## config.mk

```make
export PLATFORM = sky130hd
export DESIGN_NAME = audio_mixer_top
export DESIGN_NICKNAME = d
export VERILOG_FILES = /design/src/source/audio_pkg.sv /design/src/source/audio_apb_regs.sv /design/src/source/audio_mixer_top.sv /design/src/source/mix_channel.sv /design/src/source/sigma_delta_dac.sv
export SDC_FILE = /design/constraint.sdc
export NUM_CORES = 1
export LEC_CHECK = 0
export BUFFER_PORTS_ARGS = -buffer_cell sky130_fd_sc_hd__clkbuf_2
export CORE_UTILIZATION = 60
export CTS_BUF_LIST = sky130_fd_sc_hd__clkbuf_4 sky130_fd_sc_hd__clkbuf_8
export DETAILED_ROUTE_END_ITERATION = 8
export PLACE_DENSITY = 0.79
export RECOVER_POWER = 50
export SETUP_SLACK_MARGIN = 0.4
export SYNTH_ARGS = -nofsm -noshare
export SYNTH_HDL_FRONTEND = slang
export SYNTH_HIERARCHICAL = 1
export SYNTH_SLANG_ARGS = --single-unit
```

## constraint.sdc

```tcl
create_clock -name clk_32 -period 3.9 [get_ports clk_32]
set_input_delay 0.39 -clock clk_32 [delete_from_list [all_inputs] [get_ports clk_32]]
set_output_delay 0.39 -clock clk_32 [all_outputs]
set_load 0.01 [all_outputs]
```

## src/source/audio_pkg.sv

```systemverilog
// shared constants for the audio mixer: widths, channel count, APB register map
// and the sample strobe divider; imported by every design module
package audio_pkg;

	// channel count, 0 = left, 1 = right
	localparam int N_CHANNELS = 2;

	// source and mix widths
	localparam int YM_W  = 10; // sound chip level, offset binary
	localparam int DMA_W = 8;  // dma sound sample, offset binary
	localparam int MIX_W = 15; // signed sum fed to the dac

	// apb port
	localparam int APB_AW = 5;
	localparam int APB_DW = 16;

	// register map in word indices, byte address is index * 4
	localparam int REG_CTRL    = 0;
	localparam int REG_CH_BASE = 1; // level at 1 + 2c, sample at 2 + 2c

	// control register bits
	localparam int CTRL_YM_EN_BIT  = 0;
	localparam int CTRL_DMA_EN_BIT = 1;

	// clk_32 cycles per sample strobe, 32 MHz / 16 = 2 MHz
	localparam int STROBE_DIV = 16;

endpackage

```

## src/source/audio_apb_regs.sv

```systemverilog
// APB slave holding the mixer control and per-channel sample registers,
// plus the free-running divider that makes the 2 MHz sample strobe
`timescale 1ns/10ps

module audio_apb_regs (
	input  logic                                 clk_32,
	input  logic                                 xsint,      // async, active low
	// apb slave
	input  logic [audio_pkg::APB_AW-1:0]         paddr_i,
	input  logic                                 psel_i,
	input  logic                                 penable_i,
	input  logic                                 pwrite_i,
	input  logic [audio_pkg::APB_DW-1:0]         pwdata_i,
	output logic [audio_pkg::APB_DW-1:0]         prdata_o,
	output logic                                 pready_o,
	output logic                                 pslverr_o,
	// to the mixing channels
	output logic                                 ym_en_o,
	output logic                                 dma_en_o,
	output logic [audio_pkg::N_CHANNELS-1:0][audio_pkg::YM_W-1:0]  ym_level_o,
	output logic [audio_pkg::N_CHANNELS-1:0][audio_pkg::DMA_W-1:0] dma_sample_o,
	output logic                                 sample_stb_o
);

	import audio_pkg::*;

	logic [APB_AW-3:0] word_idx;  // byte address / 4
	logic              access;    // apb access phase
	logic              bad_idx;
	logic              wr_en;
	logic [APB_DW-1:0] rd_data;

	logic                                ym_en_q;
	logic                                dma_en_q;
	logic [N_CHANNELS-1:0][YM_W-1:0]     ym_level_q;
	logic [N_CHANNELS-1:0][DMA_W-1:0]    dma_sample_q;

	logic [$clog2(STROBE_DIV)-1:0]       div_cnt;
	logic                                stb_q;

	assign word_idx = paddr_i[APB_AW-1:2]; // low two bits ignored
	assign access   = psel_i & penable_i;
	assign bad_idx  = int'(word_idx) > 2 * N_CHANNELS;
	assign wr_en    = access & pwrite_i & ~bad_idx;

	// no wait states, ready on every access phase
	assign pready_o  = access;
	assign pslverr_o = access & bad_idx;
	assign prdata_o  = (access & ~pwrite_i) ? rd_data : '0;

	// read mux, unused bits stay zero
	always_comb begin
		rd_data = '0;
		if (int'(word_idx) == REG_CTRL) begin
			rd_data[CTRL_YM_EN_BIT]  = ym_en_q;
			rd_data[CTRL_DMA_EN_BIT] = dma_en_q;
		end
		for (int c = 0; c < N_CHANNELS; c++) begin
			if (int'(word_idx) == REG_CH_BASE + 2 * c)
				rd_data[YM_W-1:0] = ym_level_q[c];      // level word
			if (int'(word_idx) == REG_CH_BASE + 2 * c + 1)
				rd_data[DMA_W-1:0] = dma_sample_q[c];   // sample word
		end
	end

	// register writes at the end of the access phase
	always_ff @(posedge clk_32 or negedge xsint) begin
		if (!xsint) begin
			ym_en_q      <= 1'b0;
			dma_en_q     <= 1'b0;
			ym_level_q   <= '0;
			dma_sample_q <= '0;
		end else if (wr_en) begin
			if (int'(word_idx) == REG_CTRL) begin
				ym_en_q  <= pwdata_i[CTRL_YM_EN_BIT];
				dma_en_q <= pwdata_i[CTRL_DMA_EN_BIT];
			end
			for (int c = 0; c < N_CHANNELS; c++) begin
				if (int'(word_idx) == REG_CH_BASE + 2 * c)
					ym_level_q[c] <= pwdata_i[YM_W-1:0];
				if (int'(word_idx) == REG_CH_BASE + 2 * c + 1)
					dma_sample_q[c] <= pwdata_i[DMA_W-1:0];
			end
		end
	end

	// sample strobe divider
	// counter runs from reset, pulse is one clk_32 wide
	always_ff @(posedge clk_32 or negedge xsint) begin
		if (!xsint) begin
			div_cnt <= '0;
			stb_q   <= 1'b0;
		end else begin
			stb_q <= int'(div_cnt) == STROBE_DIV - 1; // one pulse per wrap
			if (int'(div_cnt) == STROBE_DIV - 1)
				div_cnt <= '0;
			else
				div_cnt <= div_cnt + 1'b1;
		end
	end

	assign ym_en_o      = ym_en_q;
	assign dma_en_o     = dma_en_q;
	assign ym_level_o   = ym_level_q;
	assign dma_sample_o = dma_sample_q;
	assign sample_stb_o = stb_q;

endmodule

```

## src/source/audio_mixer_top.sv

```systemverilog
// audio mixer top: APB register file, one mixing channel per output and the
// sigma-delta dac producing one bitstream per channel on audio_o
`timescale 1ns/10ps

module audio_mixer_top (
	input  logic                                 clk_32,
	input  logic                                 xsint,
	input  logic [audio_pkg::APB_AW-1:0]         paddr_i,
	input  logic                                 psel_i,
	input  logic                                 penable_i,
	input  logic                                 pwrite_i,
	input  logic [audio_pkg::APB_DW-1:0]         pwdata_i,
	output logic [audio_pkg::APB_DW-1:0]         prdata_o,
	output logic                                 pready_o,
	output logic                                 pslverr_o,
	output logic [audio_pkg::N_CHANNELS-1:0]     audio_o    // 0 = left, 1 = right
);

	import audio_pkg::*;

	logic                              ym_en;
	logic                              dma_en;
	logic                              sample_stb;
	logic [N_CHANNELS-1:0][YM_W-1:0]   ym_level;
	logic [N_CHANNELS-1:0][DMA_W-1:0]  dma_sample;
	logic [N_CHANNELS-1:0][MIX_W-1:0]  mix;        // signed mix per channel

	audio_apb_regs regs_i (
		.clk_32       ( clk_32     ),
		.xsint        ( xsint      ),
		.paddr_i      ( paddr_i    ),
		.psel_i       ( psel_i     ),
		.penable_i    ( penable_i  ),
		.pwrite_i     ( pwrite_i   ),
		.pwdata_i     ( pwdata_i   ),
		.prdata_o     ( prdata_o   ),
		.pready_o     ( pready_o   ),
		.pslverr_o    ( pslverr_o  ),
		.ym_en_o      ( ym_en      ),
		.dma_en_o     ( dma_en     ),
		.ym_level_o   ( ym_level   ),
		.dma_sample_o ( dma_sample ),
		.sample_stb_o ( sample_stb )
	);

	genvar c;
	generate
		for (c = 0; c < N_CHANNELS; c++) begin : g_ch
			mix_channel mix_i (
				.clk_32       ( clk_32        ),
				.xsint        ( xsint         ),
				.ym_en_i      ( ym_en         ),
				.dma_en_i     ( dma_en        ),
				.sample_stb_i ( sample_stb    ),
				.ym_level_i   ( ym_level[c]   ),
				.dma_sample_i ( dma_sample[c] ),
				.mix_o        ( mix[c]        )
			);
		end
	endgenerate

	sigma_delta_dac dac_i (
		.clk_32  ( clk_32  ),
		.xsint   ( xsint   ),
		.mix_i   ( mix     ),
		.audio_o ( audio_o )
	);

endmodule

```

## src/source/mix_channel.sv

```systemverilog
// one mixing channel that makes the sound chip level and the dma sample signed,
// widens both to the mix width and sums them; result held between sample strobes
`timescale 1ns/10ps

module mix_channel (
	input  logic                              clk_32,
	input  logic                              xsint,
	input  logic                              ym_en_i,      // level source enable
	input  logic                              dma_en_i,     // sample source enable
	input  logic                              sample_stb_i, // 2 MHz pulse
	input  logic [audio_pkg::YM_W-1:0]        ym_level_i,   // offset binary
	input  logic [audio_pkg::DMA_W-1:0]       dma_sample_i, // offset binary
	output logic signed [audio_pkg::MIX_W-1:0] mix_o
);

	import audio_pkg::*;

	logic [YM_W-1:0]         ym_s;      // level minus midpoint
	logic [DMA_W-1:0]        dma_s;     // sample minus midpoint
	logic signed [MIX_W-1:0] ym_term;
	logic signed [MIX_W-1:0] dma_term;
	logic signed [MIX_W-1:0] mix_sum;
	logic signed [MIX_W-1:0] mix_q;

	// offset binary to two's complement by removing the msb weight
	assign ym_s  = ym_level_i - {1'b1, {(YM_W - 1){1'b0}}};    // -512
	assign dma_s = dma_sample_i - {1'b1, {(DMA_W - 1){1'b0}}}; // -128

	// widen to MIX_W
	// sign repeated once on top and top bits of the value copied below
	// so each source spans half the mix range
	always_comb begin
		ym_term = '0;
		if (ym_en_i)
			ym_term = {ym_s[YM_W-1], ym_s, ym_s[YM_W-1 -: (MIX_W - YM_W - 1)]};
	end

	always_comb begin
		dma_term = '0;
		if (dma_en_i)
			dma_term = {dma_s[DMA_W-1], dma_s, dma_s[DMA_W-1 -: (MIX_W - DMA_W - 1)]};
	end

	assign mix_sum = ym_term + dma_term; // wraps at MIX_W

	// latch on the strobe only
	always_ff @(posedge clk_32 or negedge xsint) begin
		if (!xsint)
			mix_q <= '0;
		else if (sample_stb_i)
			mix_q <= mix_sum;
	end

	assign mix_o = mix_q;

endmodule

```

## src/source/sigma_delta_dac.sv

```systemverilog
// first-order sigma-delta dac, one modulator per channel; each output bit
// has a ones density of (mix + 2^(MIX_W-1)) / 2^MIX_W
`timescale 1ns/10ps

module sigma_delta_dac (
	input  logic                                                   clk_32,
	input  logic                                                   xsint,
	input  logic [audio_pkg::N_CHANNELS-1:0][audio_pkg::MIX_W-1:0] mix_i, // signed per channel
	output logic [audio_pkg::N_CHANNELS-1:0]                       audio_o  // bitstreams
);

	import audio_pkg::*;

	logic [N_CHANNELS-1:0] bit_q;

	genvar c;
	generate
		for (c = 0; c < N_CHANNELS; c++) begin : g_mod
			logic [MIX_W-1:0] u_val; // mix in offset binary
			logic [MIX_W:0]   sum;   // accumulator plus carry
			logic [MIX_W-1:0] acc_q;

			// flip sign bit, -16384..16383 maps to 0..32767
			assign u_val = {~mix_i[c][MIX_W-1], mix_i[c][MIX_W-2:0]};
			assign sum   = {1'b0, acc_q} + {1'b0, u_val};

			always_ff @(posedge clk_32 or negedge xsint) begin
				if (!xsint) begin
					acc_q    <= '0;
					bit_q[c] <= 1'b0;
				end else begin
					acc_q    <= sum[MIX_W-1:0]; // keep the remainder
					bit_q[c] <= sum[MIX_W];     // carry is the output bit
				end
			end
		end
	endgenerate

	assign audio_o = bit_q;

endmodule

```

==> results.md, run 1 <==
* Critical Path Sink: g_ch[1].mix_i/mix_o[12]
* Max-slew violation count at 108
* Crit path DAT at between 3000 and 4000 ps
* Top Metal Used: met4
* Max Fclk at 0.312 GHz
* Worst-path maximum fanout at 29
* Share of post-route cells with drive strength above 1 at between 10% and 20%
* Syn Area/Cell at 9.43 um2
* CTS root buffer: clkbuf_8
* Synth Cell Area at 7680 um2
* Register area at 2630 um2
* Crit path required time at around 4200 ps
* CTS tree: yes
* Worst Max-Slew Pin Slew at 1960 ps
* CP endpoint kind: flop
* CTS Buf Count at 9
* Drt total wl at ~17,000 um
* Status: complete, but fails checks
* Antenna Nets Post-Route at 0
* Final Total Pwr at 4500 uW
* Max_slew headroom at -30.4%
* Area of the multi-input gates at 4670 um2
* Met3 WL at between 800 and 900 um
* Row cnt at 40
* First-pass GRT wire length at 29,400 um
* Clk buf depth at 2
* Vias in the first global route at between 6,000 and 7,000
* R2R Path End: g_ch[1].mix_i/mix_o[12]
* PD cells at 559 nW/um2
* # port buffers at 31
* Ys flop type: dfrtp_1
* Router iterations before antenna repair at 5
* Reg2Reg Depth at 8
* Crit path time final at 3200 ps
* Overflow after GRT at 0
* Die width at 115 um
* Ys Warns at 6
* Worst Clk Skew at 6.60 ps
* Core Region at around 12,000 um2
* DIE AREA at between 10,000 and 15,000 um2
* Clock transition at path regs at 90 ps
* Yosys cell types at 78
* Mapped Cells at 814
* 1st-iter DRT viols at 390
* Vias at slightly above 6,000
* WS Path Type: reg -> reg
* Post-CTS Setup Inserts at 0
* Tcrit/Tclk final at 82.2%
* WL met1 at roughly 8000 um
* Final hold slack at about 250 ps
* Unrepaired setup endpoints after global routing: false
* Synth async-reset ratio at 100%
* Flops & latches, synth at ~110
* Htree depth at 3
* Met2 WL at 8190 um
* GP Congestion at ~1
* Worst hold path type: in -> reg
* Hold buffers post-CTS at 0
* Antenna violations before repair at 0
* Max-Cap Viols at 2
* # diodes at 0
* Worst Setup Start Kind: flop
* Gr usage total at 28.5%
* Leakage at 0.00366 uW
* Post-synth EDFFs at 0
* Setup-failing EPs final at 0
* Hold path cells at 2
* Nets at 899
* Setup tns final at 0 ps
* Drt drc at 0
* Total I/O pin count at 46
* Failing checks: capacitance limit, slew limit
* CTS resizes at 0
* Initial Utilization at 62.6%
* P&R area growth vs syn at 4.81%
* RR Startpoint: regs_i/ym_en_o
* Sequential share of the synthesized area at 34.2%
* Die Ht at 115 um
* Final hold viol count at 0
* Crit path launch: regs_i/ym_en_o
* Clock Latency Late Sink at 390 ps
* Vias per cell at 6.18
* Clock Sinks at 105
* Fillers at 957
* Post-Route Utilization at 65.6%
* Dpl hpwl at ~13,000 um
* Worst vdd ir at 0.453 mV
* Pin count of the biggest net entering global routing at 79
* Reg-to-reg slack, setup at 700 ps
* WL per Instance at 17.5 um
==> placed cells by master, fill, tap and decap left out, types with 5 or more instances in the layout <==
cell / instances
o21ai_0: 31
a21o_1: 15
conb_1: 6
o211ai_1: 15
nand2_1: 57
nand4b_1: 5
dfrtp_1: 105
inv_1: 32
nor2b_1: 12
clkbuf_2: 29
nand4_1: 7
and3_1: 11
ha_1: 45
nand3_1: 30
a21oi_1: 61
clkbuf_8: 10
nand2b_1: 5
nor2_1: 48
mux2_2: 50
a21boi_0: 5
nor3_1: 10
a211o_1: 5
a31oi_1: 9
mux2i_1: 12
buf_4: 10
xnor2_1: 28
a22oi_1: 6
xor2_1: 32
a211oi_1: 9
and2_1: 26
o22ai_1: 6
==> cells in the mapped netlist (7+ instances only) <==
| master | instances | share of area (%) |
|---|---|---|
| mux2i_1 | 12 | 1.6 |
| nor3_1 | 10 | 0.65 |
| mux2_2 | 50 | 7.3 |
| o21ai_0 | 31 | 2.0 |
| buf_4 | 12 | 1.2 |
| a21o_1 | 15 | 1.5 |
| a31oi_1 | 9 | 0.73 |
| and3_1 | 11 | 0.90 |
| a21oi_1 | 61 | 4.0 |
| and2_1 | 27 | 2.2 |
| ha_1 | 45 | 7.3 |
| xor2_1 | 32 | 3.7 |
| nor2b_1 | 12 | 0.98 |
| nand3_1 | 30 | 2.0 |
| nand4_1 | 7 | 0.57 |
| buf_2 | 9 | 0.59 |
| inv_1 | 32 | 1.6 |
| dfrtp_1 | 105 | 34 |
| clkbuf_1 | 21 | 1.0 |
| o211ai_1 | 15 | 1.5 |
| nor2_1 | 48 | 2.3 |
| a211oi_1 | 9 | 0.88 |
| nand2_1 | 57 | 2.8 |
| xnor2_1 | 28 | 3.2 |
==> worst max-delay path: stages (launching register included) <==
cell       delay [ps]
dfrtp_1           950
buf_4             280
nor2b_1           500
xor2_1            190
a32o_1            340
nand2_1           110
o21ai_1           120
a2111oi_0         470
a311oi_1           90
==> state kept, by name (all words and copies together) (netlist names) <==
register and count:
regs_i/dma_sample_o 16, dac_i/g_mod.acc_q 30, g_ch.mix_i/mix_o 30, regs_i/ym_level_o 20
regs_i/dma_en_o 1, dac_i/audio_o 2, regs_i/ym_en_o 1, regs_i/div_cnt 4
regs_i/sample_stb_o 1
==> cell type report <==
class                      count  area share, %
timing repair buffer          42           2.88
clock inverter                 3          0.311
inverter                      32           1.49
multi-input combinational    634           58.1
tap                          168           2.61
sequential                   105           32.6
clock buffer                  13           1.99
==> stage by stage <==
step                setup WS, ps  instance area, um2  instances
finish                       695                8050        997
global route                 501                8050        997
CTS                          780                8060        997
detailed placement           816                7870        981
global placement             965                7870        981
floorplan                   1270                7700        819
==> worst min-delay path by stage <==
stage	slack [ps]	to	from
floorplan	90	dac_i/audio_o[0]	xsint
global placement	450	dac_i/g_mod[0].acc_q[0]	dac_i/g_mod[0].acc_q[0]
detailed placement	460	dac_i/g_mod[1].acc_q[0]	dac_i/g_mod[1].acc_q[0]
CTS	190	dac_i/g_mod[0].acc_q[4]	xsint
global route	240	regs_i/ym_level_o[9]	pwdata_i[9]
finish	250	regs_i/ym_level_o[19]	pwdata_i[9]
==> metal layers <==
metal	vias up	track usage (%)
li1	2971	-
met1	2966	37.9
met2	189	46.3
met3	40	4.96
met4	0	11.9
met5	-	0
==> power by group <==
part | switching [uW] | leakage [uW] | internal, uW
Clock | 376 | 0.0000945 | 275
Sequential | 301 | 0.00132 | 1430
Combinational | 1180 | 0.00224 | 938
==> kinds of logic (layout without fill, tap and decap cells) <==
group / after synthesis / count (layout) / share of synthesized area, %
buf+inv: 80 / 90 / 5.17
fa+ha+maj: 53 / 53 / 8.90
xor+xnor: 60 / 60 / 6.84
other cells: 1 / 6 / 0.0488
flops: 105 / 105 / 34.2
simple gates: 241 / 241 / 16.8
compound gates: 212 / 212 / 19.2
mux: 62 / 62 / 8.90
No activity file was read; power rests on OpenSTA's default activity.
==> run 2, diff against run 1 <==
--- a/config.mk
+++ b/config.mk
@@ -5,6 +5,7 @@
 export SDC_FILE = /design/constraint.sdc
 export NUM_CORES = 1
 export LEC_CHECK = 0
+export ABC_AREA = 1
 export BUFFER_PORTS_ARGS = -buffer_cell sky130_fd_sc_hd__clkbuf_2
 export CORE_UTILIZATION = 60
 export CTS_BUF_LIST = sky130_fd_sc_hd__clkbuf_4 sky130_fd_sc_hd__clkbuf_8
==> constraint.sdc (replaced) <==
create_clock -name clk_32 -period 3.24 [get_ports clk_32]
set_input_delay 0.324 -clock clk_32 [delete_from_list [all_inputs] [get_ports clk_32]]
set_output_delay 0.324 -clock clk_32 [all_outputs]
set_load 0.01 [all_outputs]
==> run 2 against run 1 <==
- the flow now finishes without violations
- register-to-register slack improved by 170 ps
- combinational power up 4%
- critical endpoint is now regs_i/ym_level_o[7]
- synthesized area up 2.3%
- sequential share of layout area is 0.75 points lower
- cell count rose by 36%
- synthesized cell count rose by 41%
- clock power is 22% higher
- hold slack worse by 52 ps
- count of clock-buffer cells in the layout down 3
- critical path depth shrank 3
- sequential cell count unchanged
==> results.md, run 2 <==
* Status: completed
* First-pass GRT wire length at 28,600 um (-2.9%)
* Drt drc at 0 (unchanged)
* Commonest non-fill, non-tap cell in the layout: nand2_1
* Met3 WL at 610 um (-30%)
* Fillers at 1,193 (+25%)
* Die Ht at 116 um (+1.1%)
* Hold path cells at 3 (+1)
* Dpl hpwl at 13,300 um (+2.1%)
* Max-slew violation count at 0 (-100%)
* WL per Instance at 12.6 um (-28%)
* Adder-Cell Fraction of Synth Area at 8.18% (-0.71 points)
* CTS Buf Count at 9 (unchanged)
* Clk buf depth at 2 (unchanged)
* Largest family of logic cells by synthesized area: simple AND/OR/NAND/NOR gates
* WL met1 at 8170 um (+2.1%)
* Row cnt at 41 (+2.5%)
* Area leader, netlist: dfrtp_1
* Switching pwr at 2120 uW (+14%)
* GP Congestion at 0.938 (-6.5%)
* Mapped Cells at 1,145 (+41%)
* Met2 WL at 7880 um (-3.8%)
* WS Path Type: in -> reg
* Die width at 116 um (+1.1%)
* Clock Sinks at 105 (unchanged)
* Pin count of the biggest net entering global routing at 56 (-29%)
* Worst-path maximum fanout at 20 (-31%)
* Top post-synthesis cells by count: nand2_1, inv_1, dfrtp_1
* Antenna violations before repair at 0 (unchanged)
* Placed cells at 1,337 (+36%)
* Router iterations before antenna repair at 6 (+1)
* P&R area growth vs syn at 4.82% (about the same)
* Initial Utilization at 62.0% (-0.60 points)
* CP endpoint kind: flop
* Vias per cell at 5.01 (-19%)
* WP buf/inv at 2 (+1)
* Total I/O pin count at 46 (unchanged)
* Worst Clk Skew at 10.5 ps (+3.92 ps)
* PD cells at 599 nW/um2 (+7.1%)
* Htree depth at 3 (unchanged)
* Clock Latency Late Sink at 390 ps (about the same)
* Share of the synthesized area in the top cell type at 33.4% (-0.78 points)
* Crit path time final at 2400 ps
* Gr usage total at 27.2% (-1.4 points)
* Synth Cell Area at 7860 um2 (+2.3%)
* CTS resizes at 0 (unchanged)
* Setup tns final at 0 ps (unchanged)
* Worst path top cell family by delay: simple AND/OR/NAND/NOR gates
* Post-synth EDFFs at 0 (unchanged)
* Register area at 2630 um2 (unchanged)
* Area of the multi-input gates at 4380 um2 (-6.3%)
* # diodes at 0 (unchanged)
* Post-Route Utilization at 65.0% (-0.62 points)
* Syn Area/Cell at 6.86 um2 (-27%)
* Ys flop type: dfrtp_1
* DIE AREA at 13,600 um2 (+2.3%)
* Clock share of power at 16.1% (+1.6 points)
* Combinational Power Share at 44.5% (-2.6 points)
* Clock transition at path regs at 90 ps (about the same)
* Sw frac at 42.9% (+1.6 points)
* Flops & latches, synth at 105 (unchanged)
* Mux contribution to synthesized area at 0% (-8.9 points)
* Crit path largest cell delay at 820 ps (-130 ps)
* Worst hold path type: in -> reg
* CP max stage cell: nand2_1
* Core Region at 12,700 um2 (+3.3%)
* Vias in the first global route at 6,135 (+1.0%)
* Unrepaired setup endpoints after global routing: false
* Most common cell in the synthesized netlist: nand2_1
* Pint at 2810 uW (+6.6%)
* Synth Area in Compound Gates at 8.69% (-10 points)
* Yosys cell types at 39 (-50%)
* Leakage at 0.00479 uW (+31%)
* Synth async-reset ratio at 100% (unchanged)
* Crit path DAT at 2680 ps (-780 ps)
* Reg2Reg Depth at 10 (+2)
* Worst Max-Slew Pin Slew at 1420 ps (-535 ps)
* # port buffers at 31 (unchanged)
* Sequential share of the synthesized area at 33.4% (-0.78 points)
* Worst vdd ir at 0.392 mV (-13%)
* Share of post-route cells with drive strength above 1 at 10.5% (-5.3 points)
* Max_slew headroom at 5.30% (+36 points)
* Max-Cap Viols at 0 (-2)
* Nets at 1,252 (+39%)
* Vias at 6,788 (+10%)
* Final hold viol count at 0 (unchanged)
* Synth Area in XOR/XNOR at 2.23% (-4.6 points)
* Critical path depth in cells at 5 (-3)
* Simple-gate share of the synthesized area at 37.4% (+21 points)
* Overflow after GRT at 0 (unchanged)
* 1st-iter DRT viols at 398 (+2.1%)
* CTS root buffer: clkbuf_8
* Leading cell types in the layout, fill and taps excluded: nand2_1, inv_1, dfrtp_1
* Antenna Nets Post-Route at 0 (unchanged)
* Ys Warns at 6 (unchanged)
* Tcrit/Tclk final at 74.0%
* Top Metal Used: met4
* Sequential power share at 39.4% (+1.0 points)
* Crit path required time at 3520 ps (-640 ps)
* Final Non-Filler Cells at 1,354 (+36%)
* Crit path cell chain: clkbuf_1 > inv_1 > nor3_1 > nand2_1 > o21ai_0
* Worst Setup Start Kind: primary input
* Dominant cells by area after synthesis: dfrtp_1, nand2_1, inv_1
* Drt total wl at 17,000 um (-2.7%)
* CTS tree: yes
* Final hold slack at 194 ps (-51.6 ps)
* Reg-to-reg slack, setup at 870 ps (+170 ps)
* Setup-failing EPs final at 0 (unchanged)
* Max Fclk at 0.417 GHz
==> run 2: area by class of cell <==
type | count | share of cell area (%)
Clock buffer | 10 | 1.67
Clock inverter | 6 | 0.608
Inverter | 164 | 7.47
Multi-Input combinational cell | 859 | 53.2
Sequential cell | 105 | 31.9
Tap cell | 172 | 2.61
Timing Repair Buffer | 38 | 2.58
==> run 2: logic make-up (layout without fill, tap and decap cells) <==
group | after synthesis | count (layout)
xor+xnor | 20 | 20
fa+ha+maj | 49 | 49
compound gates | 114 | 114
simple gates | 670 | 670
flops | 105 | 105
buf+inv | 186 | 218
other cells | 1 | 6
==> run 2: repair_timing <==
item / CTS / global route
hold endpoints to repair: 21 / 0
setup buffers: 0 / 0
hold buffers: 1 / 0
==> run 2: power groups by stage <==
stage	clock, uW	sequential [uW]	combinational (uW)
6_report	793	1940	2200
5_1_grt	871	1980	2530
4_1_cts	825	1940	2220
3_5_place_dp	0	1960	2210
3_3_place_gp	0	1950	2130
2_1_floorplan	0	1890	1790
==> run 2: metrics by stage <==
stage	cell area, um2	power [uW]	setup WS, ps
after floorplan	7880	3670	1410
after global placement	8140	4080	923
after CTS	8330	4980	875
after detailed placement	8140	4170	895
after global routing	8240	5390	613
final	8240	4930	841
==> run 2: layer usage <==
layer  GRT usage (%)  vias to the layer above
met1            36.3                     3013
met3            4.46                       26
li1                -                     3619
met5               0                        -
met2            45.0                      130
met4            8.80                        0
==> run 2: tightest hold or removal path, cell delays in order <==
cell,delay [ps]
clkbuf_2,80
inv_1,70
o21ai_1,70
==> run 2: worst paths after layout <==
| kind | start | to |
|---|---|---|
| worst max-delay path | paddr_i[2] | regs_i/ym_level_o[7] |
| worst min-delay path | pwdata_i[9] | regs_i/ym_level_o[19] |
| max in group asynchronous | xsint | regs_i/dma_sample_o[13] |
| min in group asynchronous | xsint | dac_i/g_mod[0].acc_q[13] |
| worst min register to register | dac_i/g_mod[1].acc_q[0] | dac_i/g_mod[1].acc_q[0] |
| worst max register to register | regs_i/dma_en_o | g_ch[0].mix_i/mix_o[13] |
==> run 3, diff against run 2 <==
==> constraint.sdc (replaced) <==
create_clock -name clk_32 -period 2.25 [get_ports clk_32]
set_input_delay 0.225 -clock clk_32 [delete_from_list [all_inputs] [get_ports clk_32]]
set_output_delay 0.225 -clock clk_32 [all_outputs]
set_load 0.01 [all_outputs]
==> run 3 against run 2 <==
- core utilization is 3.9 points higher
- combinational power up 54%
- sequential cell count stayed put
- wire length increased by 6.2%
- clock power grew 65%
- register-to-register slack got worse by 570 ps
- sequential power increased by 44%
- global-route usage rose by 1.1 points
- hold slack worse by 100 ps
- cell count up 0.89%
- largest cell class unchanged
==> results.md, run 3 (synthesis results as in run 2) <==
* CTS Buf Count at 9 (unchanged)
* Worst-path maximum fanout at 5 (-75%)
* Row cnt at 41 (unchanged)
* Crit path launch: regs_i/dma_en_o
* Die Ht at 116 um (unchanged)
* Antenna violations before repair at 0 (unchanged)
* Final Non-Filler Cells at 1,366 (+0.89%)
* Register area at 2630 um2 (unchanged)
* Nets at 1,264 (+0.96%)
* PD cells at 856 nW/um2 (+43%)
* Gr usage total at 28.3% (+1.1 points)
* Commonest non-fill, non-tap cell in the layout: nand2_1
* Initial Utilization at 62.0% (unchanged)
* Drt drc at 0 (unchanged)
* Drt total wl at 18,100 um (+6.2%)
* Clk buf depth at 2 (unchanged)
* WS Path Type: reg -> reg
* Pin count of the biggest net entering global routing at 44 (-21%)
* Clock Latency Late Sink at 390 ps (about the same)
* Clock Sinks at 105 (unchanged)
* Crit path DAT at 2230 ps (-450 ps)
* Max_slew headroom at 30.0% (+25 points)
* Vias at 7,067 (+4.1%)
* CP endpoint kind: flop
* # port buffers at 31 (unchanged)
* Placed cells at 1,341 (+0.30%)
* RR Startpoint: regs_i/dma_en_o
* Vias in the first global route at 6,337 (+3.3%)
* P&R area growth vs syn at 11.1%
* Max Fclk at 0.514 GHz
* CTS root buffer: clkbuf_8
* Tcrit/Tclk final at approximately 87%
* # diodes at 0 (unchanged)
* Crit path required time at 2540 ps (-980 ps)
* CTS tree: yes
* Die width at 116 um (unchanged)
* Htree depth at 3 (unchanged)
* Status: completed
* Fin worst setup slack at 304 ps (-537 ps)
* Core Region at 12,700 um2 (unchanged)
* Max-slew violation count at 0 (unchanged)
* Vias per cell at 5.17 (+3.2%)
* Critical Path Sink: g_ch[0].mix_i/mix_o[13]
* Leakage at 0.00491 uW (+2.4%)
* Worst Clk Skew at 10.8 ps (+0.293 ps)
* Final hold viol count at 0 (unchanged)
* Area of the multi-input gates at 4720 um2 (+7.8%)
* Total I/O pin count at 46 (unchanged)
* WL per Instance at 13.2 um (+5.3%)
* Fillers at 1,110 (-7.0%)
* Antenna Nets Post-Route at 0 (unchanged)
* Crit path time final at just under 2000 ps
* Final hold slack at 92.5 ps (-102 ps)
* Setup tns final at 0 ps (unchanged)
* GP Congestion at 0.917 (-2.3%)
* Reg-to-reg slack, setup at 300 ps (-570 ps)
* First-pass GRT wire length at 29,600 um (+3.6%)
* Leading cell types in the layout, fill and taps excluded: nand2_1, inv_1, dfrtp_1
* Setup-failing EPs final at 0 (unchanged)
* Post-Route Utilization at 68.9% (+3.9 points)
* Worst Max-Slew Pin Slew at 1050 ps (-373 ps)
* Worst vdd ir at 0.529 mV (+35%)
* Worst hold path type: in -> reg
* Reg2Reg Depth at 12 (+2)
* DIE AREA at 13,600 um2 (unchanged)
* 1st-iter DRT viols at 455 (+14%)
* Router iterations before antenna repair at 5 (-1)
* Max-Cap Viols at 0 (unchanged)
* R2R Path End: g_ch[0].mix_i/mix_o[13]
* Clock transition at path regs at 100 ps (about the same)
* Pre-CTS WS at 237 ps (-657 ps)
* Worst Setup Start Kind: flop
* Dpl hpwl at 13,400 um (+1.2%)
* Unrepaired setup endpoints after global routing: true
* Share of post-route cells with drive strength above 1 at 17.3% (+6.8 points)
* Overflow after GRT at 0 (unchanged)
[run 3: what timing repair did]
item / in CTS / in global routing
setup buffers: 3 / 5
hold buffers: 1 / 0
resized for setup: 28 / 46
endpoints found under the setup margin: 17 / 26
pin swaps: 4 / 19
endpoints found under the hold margin: 41 / 0
[run 3: worst max-delay path, cell delays in order, from the launching register on]
cell	delay (ps)
dfrtp_1	430
buf_6	150
nand2_2	100
inv_1	70
ha_1	300
nand2_1	140
inv_1	70
a21oi_2	180
nor2_1	70
nor2_1	120
nand3b_1	90
nand3_1	80
nand2_1	50
[run 3: area by class of cell]
type	count	share of cell area, %
clock buffer	9	1.42
multi-input combinational	859	54.1
clock inverter	7	1.07
sequential	105	30.1
tap	172	2.46
timing repair buffer	50	3.82
inverter	164	7.08
[run 3: worst min path at each step]
stage,to,from,cells past startpoint
CTS,regs_i/ym_level_o[8],pwdata_i[8],3
global placement,dac_i/audio_o[0],xsint,1
floorplan,dac_i/audio_o[0],xsint,0
finish,regs_i/ym_level_o[8],pwdata_i[8],3
detailed placement,dac_i/audio_o[0],xsint,1
global route,regs_i/ym_level_o[8],pwdata_i[8],3
[run 3: stage by stage]
step | area, um2 | power [uW]
floorplan | 7880 | 5290
global placement | 8190 | 5910
detailed placement | 8190 | 6020
CTS | 8580 | 7420
global route | 8730 | 8120
finish | 8730 | 7480
[run 3: routing by layer]
layer	vias to the layer above	part of all wire [%]	GRT usage [%]
met3	40	4.4	4.05
met4	0	3.1	11.8
met5	-	0	0
met1	3186	45	37.4
li1	3648	-	-
met2	193	48	46.5
[run 3: where the power goes]
part / switching [uW] / total (uW) / internal (uW)
logic: 2110 / 3380 / 1270
clock network: 684 / 1310 / 627
registers: 348 / 2790 / 2440
